`src/rv_consts.svh`:
```
`ifndef RV_CONSTS_SVH
`define RV_CONSTS_SVH

// Datapath and register file sizes
`define RV_XLEN       32
`define RV_NUM_REGS   32
`define RV_REG_IDX_W  5

`define RV_RESET_PC   32'h0000_0000
`define RV_PC_STEP    32'd4        // One 4-byte instruction

// Major opcodes, insn[6:0]
`define RV_OP_LUI      7'b0110111
`define RV_OP_AUIPC    7'b0010111
`define RV_OP_JAL      7'b1101111
`define RV_OP_JALR     7'b1100111
`define RV_OP_BRANCH   7'b1100011
`define RV_OP_REG_IMM  7'b0010011
`define RV_OP_REG_REG  7'b0110011
`define RV_OP_MISC_MEM 7'b0001111  // FENCE
`define RV_OP_SYSTEM   7'b1110011  // ECALL

// funct3 of the integer ALU group
`define RV_F3_ADD_SUB  3'b000
`define RV_F3_SLL      3'b001
`define RV_F3_SLT      3'b010
`define RV_F3_SLTU     3'b011
`define RV_F3_XOR      3'b100
`define RV_F3_SRL_SRA  3'b101
`define RV_F3_OR       3'b110
`define RV_F3_AND      3'b111

`define RV_F7_BASE     7'b0000000
`define RV_F7_ALT      7'b0100000  // Selects SUB and SRA/SRAI

`endif

```
`src/rv_pkg.sv`:
```
`include "rv_consts.svh"

package rv_pkg;

  // Registers, PC and immediates
  typedef logic [`RV_XLEN-1:0] word_t;

  typedef logic [`RV_REG_IDX_W-1:0] reg_idx_t;  // x0 to x31

  typedef enum logic [3:0] {
    ALU_ADD,
    ALU_SUB,
    ALU_SLL,
    ALU_SLT,
    ALU_SLTU,
    ALU_XOR,
    ALU_SRL,
    ALU_SRA,
    ALU_OR,
    ALU_AND
  } alu_op_e;

  // Values match the branch funct3 field
  typedef enum logic [2:0] {
    BR_EQ  = 3'b000,
    BR_NE  = 3'b001,
    BR_LT  = 3'b100,
    BR_GE  = 3'b101,
    BR_LTU = 3'b110,
    BR_GEU = 3'b111
  } br_cond_e;

  typedef enum logic [1:0] {
    WB_ALU,     // ALU result
    WB_PC4,     // Link address for JAL and JALR
    WB_IMM,     // LUI
    WB_PC_IMM   // AUIPC
  } wb_sel_e;

endpackage

```
`src/reg_file.sv`:
```
`timescale 1ns/1ns

module reg_file
  import rv_pkg::*;
(
  input  logic     clk,
  input  logic     rst,
  input  reg_idx_t rs1,
  input  reg_idx_t rs2,
  input  reg_idx_t rd,
  input  logic     we,
  input  word_t    wdata,
  output word_t    rs1_data,
  output word_t    rs2_data
);

  localparam int NUM_REGS = 2 ** $bits(reg_idx_t);

  word_t regs [NUM_REGS];

  // Reset wins over a write in the same cycle
  always_ff @(posedge clk) begin
    if (rst) begin
      for (int i = 0; i < NUM_REGS; i++) begin
        regs[i] <= '0;
      end
    end else if (we && rd != '0) begin  // x0 is never written
      regs[rd] <= wdata;
    end
  end

  // Combinational reads, x0 hardwired to zero
  assign rs1_data = (rs1 == '0) ? '0 : regs[rs1];
  assign rs2_data = (rs2 == '0) ? '0 : regs[rs2];

endmodule

```
`src/insn_decode.sv`:
```
`timescale 1ns/1ns

`include "rv_consts.svh"

module insn_decode
  import rv_pkg::*;
(
  input  word_t    insn,
  output reg_idx_t rs1,
  output reg_idx_t rs2,
  output reg_idx_t rd,
  output word_t    imm,
  output alu_op_e  alu_op,
  output logic     use_imm,
  output logic     reg_we,
  output wb_sel_e  wb_sel,
  output logic     is_branch,
  output logic     is_jal,
  output logic     is_jalr,
  output br_cond_e br_cond,
  output logic     halt
);

  logic [6:0] opcode;
  logic [2:0] funct3;
  logic [6:0] funct7;
  word_t      imm_i;
  word_t      imm_b;
  word_t      imm_j;
  word_t      imm_u;

  assign opcode = insn[6:0];
  assign rd     = insn[11:7];
  assign funct3 = insn[14:12];
  assign rs1    = insn[19:15];
  assign rs2    = insn[24:20];
  assign funct7 = insn[31:25];

  // Sign-extended immediate formats
  assign imm_i = {{20{insn[31]}}, insn[31:20]};
  assign imm_b = {{19{insn[31]}}, insn[31], insn[7], insn[30:25], insn[11:8], 1'b0};
  assign imm_j = {{11{insn[31]}}, insn[31], insn[19:12], insn[20], insn[30:21], 1'b0};
  assign imm_u = {insn[31:12], 12'b0};

  // alt picks SUB or SRA in the shared funct3 slots
  function automatic alu_op_e f3_to_op(input logic [2:0] f3, input logic alt);
    case (f3)
      `RV_F3_ADD_SUB: f3_to_op = alt ? ALU_SUB : ALU_ADD;
      `RV_F3_SLL:     f3_to_op = ALU_SLL;
      `RV_F3_SLT:     f3_to_op = ALU_SLT;
      `RV_F3_SLTU:    f3_to_op = ALU_SLTU;
      `RV_F3_XOR:     f3_to_op = ALU_XOR;
      `RV_F3_SRL_SRA: f3_to_op = alt ? ALU_SRA : ALU_SRL;
      `RV_F3_OR:      f3_to_op = ALU_OR;
      default:        f3_to_op = ALU_AND;
    endcase
  endfunction

  always_comb begin
    imm       = imm_i;
    alu_op    = ALU_ADD;
    use_imm   = 1'b0;
    reg_we    = 1'b0;
    wb_sel    = WB_ALU;
    is_branch = 1'b0;
    is_jal    = 1'b0;
    is_jalr   = 1'b0;
    br_cond   = BR_EQ;
    halt      = 1'b0;

    case (opcode)
      `RV_OP_LUI: begin
        imm    = imm_u;
        reg_we = 1'b1;
        wb_sel = WB_IMM;
      end
      `RV_OP_AUIPC: begin
        imm    = imm_u;
        reg_we = 1'b1;
        wb_sel = WB_PC_IMM;
      end
      `RV_OP_JAL: begin
        imm    = imm_j;
        reg_we = 1'b1;
        wb_sel = WB_PC4;
        is_jal = 1'b1;
      end
      `RV_OP_JALR: begin
        reg_we  = (funct3 == 3'b000);
        wb_sel  = WB_PC4;
        is_jalr = (funct3 == 3'b000);
      end
      `RV_OP_BRANCH: begin
        imm       = imm_b;
        is_branch = (funct3 != 3'b010) && (funct3 != 3'b011);  // Two holes in funct3
        br_cond   = br_cond_e'(funct3);
      end
      `RV_OP_REG_IMM: begin
        use_imm = 1'b1;
        alu_op  = f3_to_op(funct3, funct3 == `RV_F3_SRL_SRA && funct7 == `RV_F7_ALT);
        // Shift immediates restrict the upper bits, the rest take any imm
        reg_we  = (funct3 != `RV_F3_SLL && funct3 != `RV_F3_SRL_SRA) ||
                  funct7 == `RV_F7_BASE ||
                  (funct3 == `RV_F3_SRL_SRA && funct7 == `RV_F7_ALT);
      end
      `RV_OP_REG_REG: begin
        alu_op = f3_to_op(funct3, funct7 == `RV_F7_ALT);
        reg_we = funct7 == `RV_F7_BASE ||
                 (funct7 == `RV_F7_ALT &&
                  (funct3 == `RV_F3_ADD_SUB || funct3 == `RV_F3_SRL_SRA));
      end
      `RV_OP_MISC_MEM: begin
        reg_we = 1'b0;                       // FENCE is a no-op here
      end
      `RV_OP_SYSTEM: begin
        halt = (insn[31:7] == '0);           // ECALL only
      end
      default: begin
        reg_we = 1'b0;
      end
    endcase
  end

endmodule

```
`src/alu.sv`:
```
`timescale 1ns/1ns

`include "rv_consts.svh"

module alu
  import rv_pkg::*;
(
  input  alu_op_e alu_op,
  input  word_t   a,
  input  word_t   b_reg,
  input  word_t   imm,
  input  logic    use_imm,
  output word_t   result
);

  localparam int SHAMT_W = $clog2(`RV_XLEN);

  word_t              b;
  logic [SHAMT_W-1:0] shamt;

  assign b     = use_imm ? imm : b_reg;  // Register or immediate form
  assign shamt = b[SHAMT_W-1:0];

  always_comb begin
    case (alu_op)
      ALU_ADD: begin
        result = a + b;
      end
      ALU_SUB: begin
        result = a - b;
      end
      ALU_SLL: begin
        result = a << shamt;
      end
      ALU_SLT: begin
        result = word_t'($signed(a) < $signed(b));
      end
      ALU_SLTU: begin
        result = word_t'(a < b);
      end
      ALU_XOR: result = a ^ b;
      ALU_SRL: result = a >> shamt;
      ALU_SRA: begin
        result = $signed(a) >>> shamt;   // Keeps the sign bit
      end
      ALU_OR:  result = a | b;
      ALU_AND: result = a & b;
      default: begin
        result = '0;
      end
    endcase
  end

endmodule

```
`src/pc_unit.sv`:
```
`timescale 1ns/1ns

`include "rv_consts.svh"

module pc_unit
  import rv_pkg::*;
(
  input  logic     clk,
  input  logic     rst,
  input  logic     halt,
  input  logic     is_branch,
  input  logic     is_jal,
  input  logic     is_jalr,
  input  br_cond_e br_cond,
  input  word_t    rs1_data,
  input  word_t    rs2_data,
  input  word_t    imm,
  output word_t    pc,
  output word_t    pc_plus4
);

  logic  cond_true;
  word_t pc_next;

  // Branch comparison on the two register operands
  always_comb begin
    case (br_cond)
      BR_EQ:   cond_true = (rs1_data == rs2_data);
      BR_NE:   cond_true = (rs1_data != rs2_data);
      BR_LT:   cond_true = ($signed(rs1_data) < $signed(rs2_data));
      BR_GE:   cond_true = ($signed(rs1_data) >= $signed(rs2_data));
      BR_LTU:  cond_true = (rs1_data < rs2_data);
      BR_GEU:  cond_true = (rs1_data >= rs2_data);
      default: cond_true = 1'b0;
    endcase
  end

  assign pc_plus4 = pc + `RV_PC_STEP;

  always_comb begin
    if (halt) begin
      pc_next = pc;                               // Stay on the ECALL
    end else if (is_jalr) begin
      pc_next = (rs1_data + imm) & ~word_t'(1);
    end else if (is_jal || (is_branch && cond_true)) begin
      pc_next = pc + imm;
    end else begin
      pc_next = pc_plus4;
    end
  end

  always_ff @(posedge clk) begin
    if (rst) begin
      pc <= `RV_RESET_PC;
    end else begin
      pc <= pc_next;
    end
  end

endmodule

```
`src/rv_core.sv`:
```
`timescale 1ns/1ns

`include "rv_consts.svh"

module rv_core
  import rv_pkg::*;
(
  input  logic     clk,
  input  logic     rst,
  input  word_t    insn,
  output word_t    pc,
  output logic     halt,
  output logic     wb_en,
  output reg_idx_t wb_rd,
  output word_t    wb_data
);

  reg_idx_t rs1;
  reg_idx_t rs2;
  reg_idx_t rd;
  word_t    imm;
  alu_op_e  alu_op;
  logic     use_imm;
  logic     reg_we;
  wb_sel_e  wb_sel;
  logic     is_branch;
  logic     is_jal;
  logic     is_jalr;
  br_cond_e br_cond;
  word_t    rs1_data;
  word_t    rs2_data;
  word_t    alu_result;
  word_t    pc_plus4;
  word_t    wdata;

  insn_decode i_decode (
    .insn, .rs1, .rs2, .rd, .imm, .alu_op, .use_imm, .reg_we, .wb_sel,
    .is_branch, .is_jal, .is_jalr, .br_cond, .halt
  );

  reg_file i_regs (
    .clk, .rst, .rs1, .rs2, .rd,
    .we(reg_we), .wdata, .rs1_data, .rs2_data
  );

  alu i_alu (
    .alu_op, .a(rs1_data), .b_reg(rs2_data), .imm, .use_imm, .result(alu_result)
  );

  pc_unit i_pc (
    .clk, .rst, .halt, .is_branch, .is_jal, .is_jalr, .br_cond,
    .rs1_data, .rs2_data, .imm, .pc, .pc_plus4
  );

  // Write-back source select
  always_comb begin
    case (wb_sel)
      WB_PC4:    wdata = pc_plus4;
      WB_IMM:    wdata = imm;
      WB_PC_IMM: wdata = pc + imm;  // AUIPC
      default:   wdata = alu_result;
    endcase
  end

  // Trace shows exactly what the register file is given
  assign wb_en   = reg_we;
  assign wb_rd   = rd;
  assign wb_data = wdata;

endmodule

```
`config.mk`:
```
export PLATFORM = sky130hd
export DESIGN_NAME = rv_core
export DESIGN_NICKNAME = d
export VERILOG_FILES = /design/src/rv_pkg.sv /design/src/reg_file.sv /design/src/insn_decode.sv /design/src/alu.sv /design/src/pc_unit.sv /design/src/rv_core.sv
export VERILOG_INCLUDE_DIRS = /design/src /design/src/src
export SDC_FILE = /design/constraint.sdc
export NUM_CORES = 2
export LEC_CHECK = 0
export ABC_CLOCK_PERIOD_IN_PS = 9350
export BUFFER_PORTS_ARGS = -buffer_cell sky130_fd_sc_hd__buf_4
export CORE_ASPECT_RATIO = 0.5
export CORE_MARGIN = 2
export CORE_UTILIZATION = 65
export DETAILED_ROUTE_END_ITERATION = 10
export PLACE_DENSITY = 0.82
export SYNTH_ARGS = -nofsm -noshare
export SYNTH_HDL_FRONTEND = slang
export SYNTH_HIERARCHICAL = 1
export SYNTH_SLANG_ARGS = --single-unit
```
`constraint.sdc`:
```
create_clock -name clk -period 9.35 [get_ports clk]
set_clock_uncertainty 0.15 [all_clocks]
set_input_delay 0.4675 -clock clk [delete_from_list [all_inputs] [get_ports clk]]
set_output_delay 0.4675 -clock clk [all_outputs]
set_load 0.01 [all_outputs]
```
==> qor.yml, run 1 <==
global_route:
  grt_use_total: 0.774
  grt-ovfl-total: 293
  antenna_found_initial: 50
  grt_max_degree: 65
placement:
  dp_hpwl_mm: 214
  gp_congestion: 1.09
  port_buffers: 104
run_status:
  lastStage: "global routing (5_1_grt)"
  status: "aborted with a tool error"
  error_line: "[ERROR GRT-0232] Routing congestion too high. Check the congestion heatmap in the GUI."
cts:
  cts_buffers: 90
  cts_resized: 0
  cts_root_buf: "clkbuf_16"
  holdBufCountCts: 1
  clock_sinks: 1056
  cts_setup_buffers: 0
  cts_htree_levels: 3
  clockBufferDepth: 3
die:
  die_x_um: 478
  die_h_um: 241
  rows: 86
  initial_core_util: 0.659
  boundaryPins: 105
logic_synthesis:
  ys_ff_latch: 1056
  synthArstFlopShare: 0
  ys_seq_area_frac: 0.430
  synth_area_leaders: "edfxtp_1, mux4_2, and2_1"
  synth_top_area_share: 0.421
  synth_edf_count: 1024
  synth_top_flop_cell: "edfxtp_1"
  synth.largest_area_cell: "edfxtp_1"
  synth_cells: 6229
  synth_area_mm2: 0.0730
  syn_area_per_cell_um2: 11.7
  ys_warn_count: 6
  synthTopCellsByCount: "and2_1, edfxtp_1, mux4_2, clkbuf_1, nand2_1"
  yosysMostFrequentCell: "and2_1"
  ys_types: 120
timing:
  worst_endpoint: "wb_data[30]"
  worst-ep-kind: "output port"
-- logic make-up after synthesis --
family,Yosys count,synth area share
buffers and inverters,729,0.0446
AND/OR/NAND/NOR,2051,0.157
adder cells (fa/ha/maj),233,0.0405
other,1,0.0000514
XOR/XNOR,122,0.0146
AO/OA/AOI/OAI,1218,0.114
multiplexers,819,0.200
flip-flops,1056,0.430
-- per-layer routing --
metal,track usage,GRT overflow
met5,0.511,6
met4,0.664,120
met3,0.700,40
met2,0.872,100
met1,0.809,27
-- per-stage QoR --
stage	worst slack (ns)	instance area (um^2)	std cells	hold WS [ns]
4_1_cts	0.251	79200	7794	0.193
2_1_floorplan	2.30	73100	6260	0.389
3_5_place_dp	0.564	76300	7631	0.507
3_3_place_gp	0.709	76300	7631	0.487
==> run 2, diff against run 1 <==
Settings changed: CORE_ASPECT_RATIO 0.5 to default, CORE_UTILIZATION 65 to 40, PLACE_DENSITY 0.82 to default, PLACE_DENSITY_LB_ADDON from default to 0.15.
==> run 2 against run 1 <==
The flow now finishes, with violations (capacitance limit, slew limit). Synthesized area did not move. Synthesized cell count did not move.
==> qor.yml, run 2 <==
timing:
  final_hold_viol_count: 0
  grt_setup_unrepaired: "no"
  setup_tns_ns: 0
  clock.fmax_ghz: 0.109
  worst_slew_pin_slew_ns: 1.53
  slew_headroom: -0.0368
  setup_viol: 0
  finalCritPeriodShare: 0.985
  layout_min_cycle_time_ns: 9.21
  drv_slew: 3
  worst_slack_ns: 0.141
logic_synthesis:
  synth_top_flop_cell: "edfxtp_1"  # unchanged
  synth_fa_ha_area_frac: 0.0405  # unchanged
  synth-simple-area-share: 0.157  # unchanged
  synth_area_leaders: "edfxtp_1, mux4_2, and2_1"  # unchanged
  synth_area_mm2: 0.0730  # unchanged
  ys_warn_count: 6  # unchanged
  synth.largest_area_cell: "edfxtp_1"  # unchanged
  synth_top_area_share: 0.421  # unchanged
  synth_cells: 6229  # unchanged
  syn_area_per_cell_um2: 11.7  # unchanged
  ys_types: 120  # unchanged
  synthArstFlopShare: 0  # unchanged
  ys_ff_latch: 1056  # unchanged
  ys_seq_area_frac: 0.430  # unchanged
  synth-xor-area-share: 0.0146  # unchanged
  synth_top_family_by_area: "multiplexers"  # unchanged
  synthTopCellsByCount: "and2_1, edfxtp_1, mux4_2, clkbuf_1, nand2_1"  # unchanged
  yosysMostFrequentCell: "and2_1"  # unchanged
  synth_edf_count: 1024  # unchanged
  synth_compound_area_frac: 0.114  # unchanged
  synth_mux_area_frac: 0.200  # unchanged
die:
  initial_core_util: 0.403  # was 0.659
  die_x_um: 431  # was 478 um
  core_mm2: 0.181
  die_h_um: 431  # was 241 um
  die_area_mm2: 0.186
  boundaryPins: 105  # unchanged
  rows: 156  # was 86
drt:
  drt-initial-drc-count: 7927
  drt-pass1-iter-count: 6
  via_per_inst: 6.62
  wl_mm: 323
  wl_per_cell_um: 37.1
  drc_errors: 0
  antenna_left: 0
  vias: 57770
critical_path:
  required_ns: 8.73
  rrSetupSlack_ns: 1.35
  endpoint_kind: "output pin"
  startpoint_type: "primary input"
  path_max_fanout: 65
  critPathArrivalTime_ns: 8.59
  worstSetupPathType: "primary input to output pin"
placement:
  port_buffers: 104  # unchanged
  dp_slack_ns: 0.504  # was 0.564 ns
  dp.cells: 8493  # was 7,631
  gp_congestion: 0.983  # was 1.09
  place_area_mm2: 0.0777  # was 0.0763 mm^2
  dp_hpwl_mm: 220  # was 214 mm
global_route:
  grt_pass1_wl_mm: 444
  grt_use_total: 0.340
  grt_max_degree: 72
  antenna_found_initial: 24
  grt_pass1_vias: 55546
  grt-ovfl-total: 0
pwr:
  power_density_mw_per_mm2: 183
  peakVddDrop_v: 0.000151
  p_leak_nw: 30.5
job:
  drv_cap: 1
layout:
  layout_common_cells: "edfxtp_1, and2_1, mux4_2, buf_4, nand2_1"
  final_common_cell: "edfxtp_1"
  nNetsFinal: 6513
  regMostFlops: "i_regs/regs"
  stdcell_area_mm2: 0.0816
  fin_cells: 8724
  syn_to_final_growth_pct: 11.9
  top_regs: "i_regs/regs: 1024 flops, i_pc/pc: 32 flops"
  drive_gt1_frac: 0.217
  largest_reg_flops: 1024
cts:
  clk_pin_slew_ns: 0.06
  holdBufCountCts: 0  # was 1
  cts_buffers: 120  # was 90
  cts_htree_levels: 3  # unchanged
  cts_setup_buffers: 0  # unchanged
  cts_resized: 0  # unchanged
  cts_tree: "done"
  clock_sinks: 1056  # unchanged
  insertion_delay_ns: 0.78
  clockBufferDepth: 3  # unchanged
  cts_root_buf: "clkbuf_16"  # unchanged
run_status:
  violations: "capacitance limit, slew limit"
  status: "finished, violations left"  # was aborted with a tool error
min_path:
  hold_class: "primary input to register"
-- run 2: cell counts after synthesis --
No cell type changed its count.
-- run 2: stage by stage --
stage / hold WS [ns] / total power, W / util
5_1_grt: 0.0302 / 0.0153 / 0.451
3_3_place_gp: 0.414 / 0.0101 / 0.430
4_1_cts: 0.00392 / 0.0148 / 0.451
6_report: 0.0634 / 0.0149 / 0.451
2_1_floorplan: 0.389 / 0.00797 / -
3_5_place_dp: 0.432 / 0.0101 / 0.430
-- run 2: logic make-up after synthesis --
| logic type | after synthesis |
|---|---|
| adder cells (fa/ha/maj) | 233 |
| XOR/XNOR | 122 |
| AO/OA/AOI/OAI | 1218 |
| buffers and inverters | 729 |
| other | 1 |
| multiplexers | 819 |
| flip-flops | 1056 |
| AND/OR/NAND/NOR | 2051 |
-- run 2: final timing paths --
| kind | cells after the start | from | endpoint |
|---|---|---|---|
| setup / recovery | 24 | insn[22] | wb_data[27] |
| hold / removal | 1 | rst | i_regs/regs[0][14] |
| setup reg to reg | 21 | i_regs/regs[29][13] | i_regs/regs[11][27] |
| hold reg to reg | 2 | i_pc/pc[3] | i_pc/pc[3] |
-- run 2: layer usage --
layer,up-vias,track usage,wire length [um]
met5,-,0,47
met4,8,0.211,23200
met3,792,0.0675,33300
met2,3705,0.531,146000
met1,29498,0.437,121000
li1,23767,-,-
-- run 2: report_power, final --
part | internal (W) | leakage, nW | total (W) | switching [W]
combinational | 0.00148 | 17.8 | 0.00475 | 0.00327
sequential | 0.00534 | 10.8 | 0.00544 | 0.0000954
clock | 0.00264 | 1.88 | 0.00473 | 0.00209
total | 0.00946 | 30.5 | 0.0149 | 0.00546
-- run 2: area by class of cell --
cell class                 count  area [um^2]
timing repair buffer         425         3500
clock inverter                90          803
clock buffer                 134         3060
fill                       16478        99300
inverter                     168          631
antenna                        6         15.0
multi-input combinational   4475        39200
sequential                  1056        31400
tap                         2370         2970
-- run 2: critical path, cell delays in order --
cell and delay (ns):
clkbuf_8 0.38, or3b_2 0.90, buf_12 0.27, buf_4 0.18, o22ai_1 0.12, a2111oi_1 0.08
buf_4 0.17, nor3_1 0.94, mux2i_1 0.45, ha_1 0.65, nor3_1 0.12, nand2_1 0.12
a21oi_1 0.07, a211oi_1 0.36, o31ai_2 0.17, a311oi_1 0.59, a22oi_2 0.19, a21oi_1 0.24
xnor2_1 0.08, o221ai_1 0.58, mux2_2 0.32, o221ai_1 0.17, a21oi_4 0.60, buf_4 0.25
(Power assumes the default switching activity.)
